$ cat config.mk
export PLATFORM = sky130hd
export DESIGN_NAME = gf_poly_mul_top
export DESIGN_NICKNAME = d
export VERILOG_FILES = /design/src/rtl/gf_poly_pkg.sv /design/src/rtl/gf_poly_mul_top.sv /design/src/rtl/diag_accum.sv /design/src/rtl/gf_row_mul.sv /design/src/rtl/mac_sequencer.sv /design/src/rtl/operand_store.sv
export SDC_FILE = /design/constraint.sdc
export NUM_CORES = 1
export LEC_CHECK = 0
export BUFFER_PORTS_ARGS = -buffer_cell sky130_fd_sc_hd__buf_2
export CAP_MARGIN = 0
export CELL_PAD_IN_SITES_DETAIL_PLACEMENT = 1
export CELL_PAD_IN_SITES_GLOBAL_PLACEMENT = 2
export CORE_ASPECT_RATIO = 1.2
export CORE_MARGIN = 5
export CORE_UTILIZATION = 45
export CTS_CLUSTER_DIAMETER = 40
export CTS_CLUSTER_SIZE = 40
export DETAILED_ROUTE_END_ITERATION = 10
export HOLD_SLACK_MARGIN = 0.03
export PLACE_DENSITY_LB_ADDON = 0.1
export SLEW_MARGIN = 20
export SYNTH_ARGS = -nofsm -noshare
export SYNTH_HDL_FRONTEND = slang
export SYNTH_SLANG_ARGS = --single-unit
$ cat constraint.sdc
create_clock -name clk -period 3.75 [get_ports clk]
set_input_delay 0.375 -clock clk [delete_from_list [all_inputs] [get_ports clk]]
set_output_delay 0.375 -clock clk [all_outputs]
set_load 0.02 [all_outputs]
$ cat src/rtl/gf_poly_pkg.sv
package gf_poly_pkg;

	localparam int COEF_W = 8;	// bits per GF(2^8) element
	localparam int LANES  = 2;	// coefficients per memory word

	typedef logic [COEF_W-1:0] coef_t;

	// lane 0 holds the lower-degree coefficient, in the low bits
	typedef logic [LANES*COEF_W-1:0] word_t;

	typedef enum logic [1:0] {
		IDLE,
		CLEAR,
		RUN,
		DRAIN
	} seq_state_t;

	// ------------------------------------------------------------
	// shift-and-add multiply, reduced on the fly
	// poly is the field polynomial without its x^8 term
	// ------------------------------------------------------------
	function automatic coef_t gf_mul(input coef_t a, input coef_t b, input coef_t poly);
		coef_t acc;
		coef_t sh;
		acc = '0;
		sh  = a;
		for (int k = 0; k < COEF_W; k++) begin
			if (b[k])
				acc = acc ^ sh;
			sh = sh[COEF_W-1] ? ((sh << 1) ^ poly) : (sh << 1);	// x*sh mod p
		end
		return acc;
	endfunction

endpackage
$ cat src/rtl/gf_poly_mul_top.sv
`timescale 1ns/1ns

module gf_poly_mul_top #(
	parameter int                 DEPTH = 4,
	parameter gf_poly_pkg::coef_t POLY  = 8'h1B	// x^8+x^4+x^3+x+1
) (
	input  logic                        clk,
	input  logic                        rst_b,
	input  logic                        start,
	input  logic                        a_we,
	input  logic                        b_we,
	input  logic [$clog2(DEPTH)-1:0]    load_addr,
	input  gf_poly_pkg::word_t          load_data,
	input  logic [$clog2(2*DEPTH)-1:0]  c_rd_addr,
	output logic                        busy,
	output logic                        done,
	output gf_poly_pkg::word_t          c_data
);

	import gf_poly_pkg::*;

	localparam int AW = $clog2(DEPTH);
	localparam int CW = $clog2(2*DEPTH);

	logic clear;
	logic acc_en;
	logic [CW-1:0] acc_base;
	logic [AW-1:0] a_rd_addr;
	logic [AW-1:0] b_rd_addr;
	word_t a_word;
	word_t b_word;
	word_t row_prod [LANES];	// one row per A lane

	// ------------------------------------------------------------
	// operand memories and control
	// ------------------------------------------------------------
	operand_store #(.DEPTH(DEPTH)) operand_store_i (
		.clk       (clk),
		.rst_b     (rst_b),
		.a_we      (a_we),
		.b_we      (b_we),
		.load_addr (load_addr),
		.load_data (load_data),
		.a_rd_addr (a_rd_addr),
		.b_rd_addr (b_rd_addr),
		.a_word    (a_word),
		.b_word    (b_word)
	);

	mac_sequencer #(.DEPTH(DEPTH)) mac_sequencer_i (
		.clk       (clk),
		.rst_b     (rst_b),
		.start     (start),
		.busy      (busy),
		.done      (done),
		.clear     (clear),
		.a_rd_addr (a_rd_addr),
		.b_rd_addr (b_rd_addr),
		.acc_en    (acc_en),
		.acc_base  (acc_base)
	);

	// ------------------------------------------------------------
	// multiplier rows and accumulator
	// ------------------------------------------------------------
	for (genvar l = 0; l < LANES; l++) begin : g_row
		gf_row_mul #(.POLY(POLY)) gf_row_mul_i (
			.a_coef   (a_word[l*COEF_W +: COEF_W]),
			.b_word   (b_word),
			.row_prod (row_prod[l])
		);
	end

	diag_accum #(.DEPTH(DEPTH)) diag_accum_i (
		.clk       (clk),
		.rst_b     (rst_b),
		.clear     (clear),
		.acc_en    (acc_en),
		.acc_base  (acc_base),
		.row0      (row_prod[0]),
		.row1      (row_prod[1]),
		.c_rd_addr (c_rd_addr),
		.c_data    (c_data)
	);

endmodule

$ cat src/rtl/diag_accum.sv
`timescale 1ns/1ns

module diag_accum #(
	parameter int DEPTH = 4
) (
	input  logic                        clk,
	input  logic                        rst_b,
	input  logic                        clear,
	input  logic                        acc_en,
	input  logic [$clog2(2*DEPTH)-1:0]  acc_base,
	input  gf_poly_pkg::word_t          row0,
	input  gf_poly_pkg::word_t          row1,
	input  logic [$clog2(2*DEPTH)-1:0]  c_rd_addr,
	output gf_poly_pkg::word_t          c_data
);

	import gf_poly_pkg::*;

	localparam int CW     = $clog2(2*DEPTH);
	localparam int CDEPTH = 2*DEPTH;	// product needs twice the words

	word_t c_mem [CDEPTH];
	coef_t d0;
	coef_t d1;
	coef_t d2;
	logic [CW-1:0] hi_addr;
	word_t lo_word;
	word_t hi_word;

	// ------------------------------------------------------------
	// diagonal sums of the 2x2 product grid
	// ------------------------------------------------------------
	assign d0 = row0[0 +: COEF_W];
	assign d1 = row0[COEF_W +: COEF_W] ^ row1[0 +: COEF_W];
	assign d2 = row1[COEF_W +: COEF_W];	// spills into next word

	assign hi_addr = acc_base + 1'b1;

	// read side sees the previous write already
	assign lo_word = c_mem[acc_base] ^ {d1, d0};
	assign hi_word = c_mem[hi_addr] ^ {{((LANES-1)*COEF_W){1'b0}}, d2};

	always_ff @(posedge clk) begin
		if (!rst_b || clear) begin
			for (int k = 0; k < CDEPTH; k++)
				c_mem[k] <= '0;
		end else if (acc_en) begin
			c_mem[acc_base] <= lo_word;
			c_mem[hi_addr]  <= hi_word;	// lane 0 only changes
		end
	end

	assign c_data = c_mem[c_rd_addr];	// combinational read-back

endmodule

$ cat src/rtl/gf_row_mul.sv
`timescale 1ns/1ns

module gf_row_mul #(
	parameter gf_poly_pkg::coef_t POLY = 8'h1B
) (
	input  gf_poly_pkg::coef_t  a_coef,
	input  gf_poly_pkg::word_t  b_word,
	output gf_poly_pkg::word_t  row_prod
);

	import gf_poly_pkg::*;

	coef_t b_lane [LANES];
	coef_t p_lane [LANES];

	// ------------------------------------------------------------
	// one row of the multiplier grid
	// a single A coefficient against every lane of the B word
	// ------------------------------------------------------------
	for (genvar l = 0; l < LANES; l++) begin : g_lane
		assign b_lane[l] = b_word[l*COEF_W +: COEF_W];

		// purely combinational
		assign p_lane[l] = gf_mul(a_coef, b_lane[l], POLY);

		assign row_prod[l*COEF_W +: COEF_W] = p_lane[l];	// keep lane order
	end

endmodule

$ cat src/rtl/mac_sequencer.sv
`timescale 1ns/1ns

module mac_sequencer #(
	parameter int DEPTH = 4
) (
	input  logic                        clk,
	input  logic                        rst_b,
	input  logic                        start,
	output logic                        busy,
	output logic                        done,
	output logic                        clear,
	output logic [$clog2(DEPTH)-1:0]    a_rd_addr,
	output logic [$clog2(DEPTH)-1:0]    b_rd_addr,
	output logic                        acc_en,
	output logic [$clog2(2*DEPTH)-1:0]  acc_base
);

	import gf_poly_pkg::*;

	localparam int AW = $clog2(DEPTH);
	localparam int CW = $clog2(2*DEPTH);

	seq_state_t state;
	seq_state_t state_nxt;
	logic [AW-1:0] i_cnt;	// A word index
	logic [AW-1:0] j_cnt;	// B word index, steps fastest
	logic drain_cnt;
	logic last_pair;
	logic issue;

	assign issue     = (state == RUN);
	assign last_pair = (i_cnt == AW'(DEPTH-1)) && (j_cnt == AW'(DEPTH-1));
	assign clear     = (state == CLEAR);
	assign busy      = (state != IDLE) || done;	// covers the done cycle too
	assign a_rd_addr = i_cnt;
	assign b_rd_addr = j_cnt;

	// ------------------------------------------------------------
	// next state
	// ------------------------------------------------------------
	always_comb begin
		state_nxt = state;
		case (state)
			IDLE:  if (start && !done) state_nxt = CLEAR;
			CLEAR: state_nxt = RUN;
			RUN:   if (last_pair) state_nxt = DRAIN;
			DRAIN: if (drain_cnt) state_nxt = IDLE;
			default: state_nxt = IDLE;
		endcase
	end

	always_ff @(posedge clk) begin
		if (!rst_b) begin
			state     <= IDLE;
			i_cnt     <= '0;
			j_cnt     <= '0;
			drain_cnt <= 1'b0;
			done      <= 1'b0;
			acc_en    <= 1'b0;
			acc_base  <= '0;
		end else begin
			state     <= state_nxt;
			drain_cnt <= (state == DRAIN) && !drain_cnt;
			done      <= (state == DRAIN) && drain_cnt;	// end of drain
			acc_en    <= issue;	// lines up with read data
			acc_base  <= CW'(i_cnt) + CW'(j_cnt);
			if (clear || (issue && last_pair)) begin
				i_cnt <= '0;
				j_cnt <= '0;
			end else if (issue) begin
				if (j_cnt == AW'(DEPTH-1)) begin
					j_cnt <= '0;
					i_cnt <= i_cnt + 1'b1;
				end else begin
					j_cnt <= j_cnt + 1'b1;
				end
			end
		end
	end

endmodule

$ cat src/rtl/operand_store.sv
`timescale 1ns/1ns

module operand_store #(
	parameter int DEPTH = 4
) (
	input  logic                      clk,
	input  logic                      rst_b,
	input  logic                      a_we,
	input  logic                      b_we,
	input  logic [$clog2(DEPTH)-1:0]  load_addr,
	input  gf_poly_pkg::word_t        load_data,
	input  logic [$clog2(DEPTH)-1:0]  a_rd_addr,
	input  logic [$clog2(DEPTH)-1:0]  b_rd_addr,
	output gf_poly_pkg::word_t        a_word,
	output gf_poly_pkg::word_t        b_word
);

	import gf_poly_pkg::*;

	word_t a_mem [DEPTH];	// operand A, word i holds coefs 2i and 2i+1
	word_t b_mem [DEPTH];	// operand B

	// load port, one array per strobe
	always_ff @(posedge clk) begin
		if (a_we)
			a_mem[load_addr] <= load_data;
		if (b_we)
			b_mem[load_addr] <= load_data;
	end

	// ------------------------------------------------------------
	// registered reads, block RAM style
	// ------------------------------------------------------------
	always_ff @(posedge clk) begin
		if (!rst_b) begin
			a_word <= '0;
			b_word <= '0;
		end else begin
			a_word <= a_mem[a_rd_addr];	// one cycle latency
			b_word <= b_mem[b_rd_addr];
		end
	end

endmodule

==> impl_metrics.prom <==
# TYPE chip_impl_metric gauge
chip_impl_metric{name="worst_pin_slew",unit="ns"} 1.06
chip_impl_metric{name="core",unit="mm²"} 0.0408
chip_impl_metric{name="clock_sinks",unit=""} 300
chip_impl_metric{name="worstHoldPathCells",unit=""} 1
chip_impl_metric{name="final_antenna_net_count",unit=""} 0
chip_impl_metric{name="dp.final_hpwl",unit="µm"} 41800
chip_impl_info{name="library_cell_contributing_the_largest_single_delay_on_the_critical_path",value="sky130_fd_sc_hd__dfxtp_2"} 1
chip_impl_metric{name="globalRouteMet1Util",unit="%"} 31.3
chip_impl_metric{name="post_route_cells_drive_above_1_share",unit="%"} 23.0
chip_impl_metric{name="cts_made_buffers",unit=""} 39
chip_impl_metric{name="netlist_instances",unit=""} 1522
chip_impl_metric{name="global_route.usage.met3",unit="%"} 4.00
chip_impl_info{name="status",value="completed"} 1
chip_impl_info{name="worst_hold_startpoint",value="load_data[8]"} 1
chip_impl_info{name="synth_ff_type",value="sky130_fd_sc_hd__edfxtp_1"} 1
chip_impl_metric{name="netSwitchingFraction",unit="%"} 35.8
chip_impl_metric{name="drt_wl_total",unit="µm"} 61100
chip_impl_metric{name="synth_edf_count",unit=""} 256
chip_impl_metric{name="crit_fanout",unit=""} 23
chip_impl_metric{name="power_frac_seq",unit="%"} 34.7
chip_impl_metric{name="clk_pin_slew",unit="ns"} 0.07
chip_impl_metric{name="grt_remaining_overflow",unit=""} 0
chip_impl_info{name="root_buffer",value="sky130_fd_sc_hd__clkbuf_16"} 1
chip_impl_info{name="cell_seen_most_often_among_critical_path_stages",value="sky130_fd_sc_hd__xnor2_1"} 1
chip_impl_metric{name="placed_cells_incl_taps",unit=""} 2073
chip_impl_info{name="worstSetupStartpointType",value="flip-flop"} 1
chip_impl_info{name="rr_endpoint",value="diag_accum_i.c_mem[1][1]"} 1
chip_impl_metric{name="maxSlewHeadroom",unit="%"} 29.6
chip_impl_metric{name="finClkSkew",unit="ns"} 0.0329
chip_impl_info{name="min-delay-path-class",value="in -> reg"} 1
chip_impl_metric{name="r2r_slack",unit="ns"} 0.27
chip_impl_metric{name="drt-wirelength-per-cell",unit="µm"} 28.5
chip_impl_metric{name="fin_nets",unit=""} 1612
chip_impl_metric{name="max_cap_violations",unit=""} 0
chip_impl_metric{name="netlist_area",unit="mm²"} 0.0186
chip_impl_metric{name="remaining_drc_errors",unit=""} 0
chip_impl_metric{name="power_density",unit="mW/mm²"} 619
chip_impl_metric{name="die_area",unit="mm²"} 0.0456
chip_impl_metric{name="setup_violating_endpoint_count_in_the_final_report",unit=""} 0
chip_impl_metric{name="fin_cells",unit=""} 2146
chip_impl_metric{name="io-pin-count",unit=""} 44
chip_impl_metric{name="cp.required",unit="ns"} 4.04
chip_impl_info{name="min_to",value="operand_store_i.b_mem[2][8]"} 1
chip_impl_metric{name="ys.warnings.count",unit=""} 0
chip_impl_metric{name="p_leak",unit="nW"} 7.27
chip_impl_metric{name="start_util",unit="%"} 45.7
chip_impl_metric{name="post_synthesis_net_count",unit=""} 1558
chip_impl_metric{name="grt_antenna_before_repair",unit=""} 0
chip_impl_info{name="critical_path_class",value="reg -> reg"} 1
chip_impl_metric{name="post-cts-setup-buffer-count",unit=""} 0
chip_impl_metric{name="synth_cell_types",unit=""} 56
chip_impl_info{name="cp_top_family",value="XOR/XNOR gates"} 1
chip_impl_metric{name="r2r.worst_path.cells",unit=""} 7
chip_impl_metric{name="worst-endpoint-arrival",unit="ns"} 3.77
chip_impl_metric{name="finalMaxSlewViolations",unit=""} 0
chip_impl_metric{name="total_global_route_track_usage",unit="%"} 26.7
chip_impl_metric{name="min_period_over_period",unit="%"} 92.9
chip_impl_info{name="top_usage_layer",value="met2"} 1
chip_impl_metric{name="grt_pass1_wl",unit="µm"} 91300
chip_impl_metric{name="final_hold_violating_endpoints",unit=""} 0
chip_impl_metric{name="grt_util_met2",unit="%"} 49.3
chip_impl_metric{name="final_period_minus_worst_setup_slack",unit="ns"} 3.48
chip_impl_metric{name="clock.fmax",unit="GHz"} 0.287
chip_impl_metric{name="ys_ff_latch",unit=""} 300
chip_impl_metric{name="utilization",unit="%"} 51.9
chip_impl_metric{name="ys_seq_area_share",unit="%"} 46.0
chip_impl_metric{name="row_count",unit=""} 81
chip_impl_metric{name="grt_max_degree",unit=""} 68
chip_impl_metric{name="drt_first_pass_iters",unit=""} 5
chip_impl_metric{name="dieHeight",unit="µm"} 233
chip_impl_metric{name="power_report.internal_total",unit="W"} 0.00843
chip_impl_info{name="timing.critical_path.to_type",value="flip-flop"} 1
chip_impl_metric{name="placement.io_buffers",unit=""} 43
chip_impl_metric{name="fin_ws",unit="ns"} 0.268
chip_impl_metric{name="comb_power_share",unit="%"} 34.8
chip_impl_metric{name="cts_max_path_buffers",unit=""} 3
chip_impl_metric{name="worst-path-buf-inv",unit=""} 1
chip_impl_metric{name="setup-tns-final",unit="ns"} 0
chip_impl_metric{name="clock_tree.htree_level_count",unit=""} 2
chip_impl_info{name="timing.rr.start",value="mac_sequencer_i.acc_base[2]"} 1
chip_impl_metric{name="clkLatencyLatePin",unit="ns"} 0.58
chip_impl_metric{name="power.ir.vdd_worst",unit="µV"} 460
chip_impl_metric{name="number_of_global_route_vias_before_repair",unit=""} 14126
chip_impl_info{name="cts_tree",value="yes"} 1
chip_impl_info{name="rsz_0062_raised_after_global_routing",value="no"} 1
chip_impl_metric{name="cpPeakStageDelay",unit="ns"} 0.72
chip_impl_metric{name="pre_cts_slack",unit="ns"} 0.210
chip_impl_metric{name="insertedDiodeCount",unit=""} 0
chip_impl_metric{name="die_width",unit="µm"} 196
chip_impl_metric{name="syn_avg_cell_area",unit="µm²"} 12.3
chip_impl_metric{name="switching_power",unit="W"} 0.00469
chip_impl_metric{name="synth-async-reset-ratio",unit="%"} 0
chip_impl_metric{name="area_growth",unit="%"} 13.7
chip_impl_metric{name="power_frac_clock",unit="%"} 30.5
chip_impl_metric{name="routed_via_density",unit=""} 6.12
chip_impl_metric{name="dr.first_iter.drc_count",unit=""} 862
chip_impl_info{name="crit_path_cell_trace",value="xor2_4 > buf_4 > mux2i_1 > xor2_1 > xnor2_1 > xnor2_1 > o22ai_1"} 1
chip_impl_metric{name="globalplace.congestion",unit=""} 0.869
chip_impl_metric{name="route.vias.total",unit=""} 13132
logic make-up after synthesis:
logic type | count (synthesis) | share of synthesized area, %
AOI/OAI and AO/OA | 234 | 8.13
DFF | 300 | 46.0
muxes | 183 | 17.1
xor gates and xnor gates | 277 | 15.9
adders and majority gates | 10 | 0.711
buffers and inverters | 135 | 3.27
and+or+nand+nor | 383 | 8.97
synth_stat cells (all sizes together) (10+ instances only):
library cell    n  share of area (%)
mux2i          45                2.4
buf            62                1.8
o22ai         144                4.8
a21oi          33               0.89
nand3          25               0.67
o21ai          12               0.32
nand2         250                5.0
nand2b         13               0.44
o221ai         10               0.47
xor2           65                3.3
edfxtp        256                 41
and2           36                1.2
xor3           11                1.4
xnor3          20                2.4
nor2           30               0.60
clkbuf         63                1.3
dfxtp          44                4.7
mux4          103                 13
xnor2         181                8.7
mux2           35                2.1
cell type report:
class | count | area, µm²
Inverter | 10 | 37.5
Tap cell | 539 | 674
Clock inverter | 28 | 392
Multi-Input combinational cell | 1087 | 9500
Timing Repair Buffer | 138 | 993
Fill cell | 4169 | 19600
Clock buffer | 44 | 1030
Sequential cell | 300 | 8570
flip-flops by register name, summed over array words and instances (netlist names):
register,flops
operand_store_i.a_mem,64
mac_sequencer_i.b_rd_addr,2
operand_store_i.b_mem,64
mac_sequencer_i.drain_cnt,1
diag_accum_i.c_mem,128
mac_sequencer_i.done,1
mac_sequencer_i.acc_en,1
operand_store_i.a_word,16
mac_sequencer_i.acc_base,3
mac_sequencer_i.state,2
mac_sequencer_i.a_rd_addr,2
operand_store_i.b_word,16
metal layers:
layer | up-vias | wire [µm]
li1 | 5785 | -
met5 | - | 0
met4 | 0 | 2560
met1 | 6755 | 23400
met3 | 161 | 2920
met2 | 431 | 32300
power groups by stage:
stage | Sequential [W] | Combinational (W) | Clock (W)
2_1_floorplan | 0.00442 | 0.00317 | 0
3_3_place_gp | 0.00457 | 0.00446 | 0
3_5_place_dp | 0.00461 | 0.00452 | 0
4_1_cts | 0.00454 | 0.00456 | 0.00407
5_1_grt | 0.00460 | 0.00483 | 0.00422
6_report | 0.00455 | 0.00457 | 0.00401
cell usage in the layout (no fill, tap or decap), types with 4 or more instances in the layout:
cell	n
sky130_fd_sc_hd__clkinv_4	5
sky130_fd_sc_hd__o22ai_1	144
sky130_fd_sc_hd__a22o_1	6
sky130_fd_sc_hd__xor2_1	57
sky130_fd_sc_hd__mux4_1	4
sky130_fd_sc_hd__nand2_1	250
sky130_fd_sc_hd__and2_1	36
sky130_fd_sc_hd__a21oi_1	33
sky130_fd_sc_hd__xnor2_1	176
sky130_fd_sc_hd__xnor3_2	4
sky130_fd_sc_hd__inv_6	8
sky130_fd_sc_hd__nor3_1	5
sky130_fd_sc_hd__a22oi_1	5
sky130_fd_sc_hd__buf_4	89
sky130_fd_sc_hd__buf_2	43
sky130_fd_sc_hd__mux2_2	35
sky130_fd_sc_hd__o211ai_1	5
sky130_fd_sc_hd__and3b_1	4
sky130_fd_sc_hd__edfxtp_1	256
sky130_fd_sc_hd__o21ai_0	12
sky130_fd_sc_hd__mux4_2	99
sky130_fd_sc_hd__nand3_1	25
sky130_fd_sc_hd__buf_12	5
sky130_fd_sc_hd__ha_1	8
sky130_fd_sc_hd__xor2_2	7
sky130_fd_sc_hd__nor2b_1	9
sky130_fd_sc_hd__inv_1	9
sky130_fd_sc_hd__and3_1	5
sky130_fd_sc_hd__clkbuf_16	40
sky130_fd_sc_hd__xor3_1	8
sky130_fd_sc_hd__clkinv_8	5
sky130_fd_sc_hd__dfxtp_1	41
sky130_fd_sc_hd__nor2_1	30
sky130_fd_sc_hd__xnor2_2	5
sky130_fd_sc_hd__xnor3_1	16
sky130_fd_sc_hd__mux2i_1	45
sky130_fd_sc_hd__nand2b_1	13
sky130_fd_sc_hd__o221ai_1	10
sky130_fd_sc_hd__bufinv_16	4
how the worst max path moves through the flow:
stage,slack [ns],start,depth (start not counted),end
2_1_floorplan,0.69,mac_sequencer_i.acc_base[1],8,diag_accum_i.c_mem[2][0]
3_3_place_gp,0.23,mac_sequencer_i.acc_base[1],7,diag_accum_i.c_mem[1][1]
3_5_place_dp,0.21,mac_sequencer_i.acc_base[1],7,diag_accum_i.c_mem[1][1]
4_1_cts,0.22,mac_sequencer_i.acc_base[1],7,diag_accum_i.c_mem[1][1]
5_1_grt,0.06,mac_sequencer_i.acc_base[1],7,diag_accum_i.c_mem[0][1]
6_report,0.27,mac_sequencer_i.acc_base[2],7,diag_accum_i.c_mem[1][1]
stage by stage:
step           hold WS, ns  area, µm²  total power (W)
2_1_floorplan        0.460      18600          0.00758
3_3_place_gp         0.476      19800          0.00904
3_5_place_dp         0.496      19800          0.00913
4_1_cts             0.0359      21200           0.0132
5_1_grt             0.0515      21200           0.0137
6_report            0.0673      21200           0.0131
what timing repair did:
action	4_1_cts	5_1_grt
endpoints found under the hold margin	2	0
hold buffers	1	0
resized for setup	0	0
(Power assumes the default switching activity.)
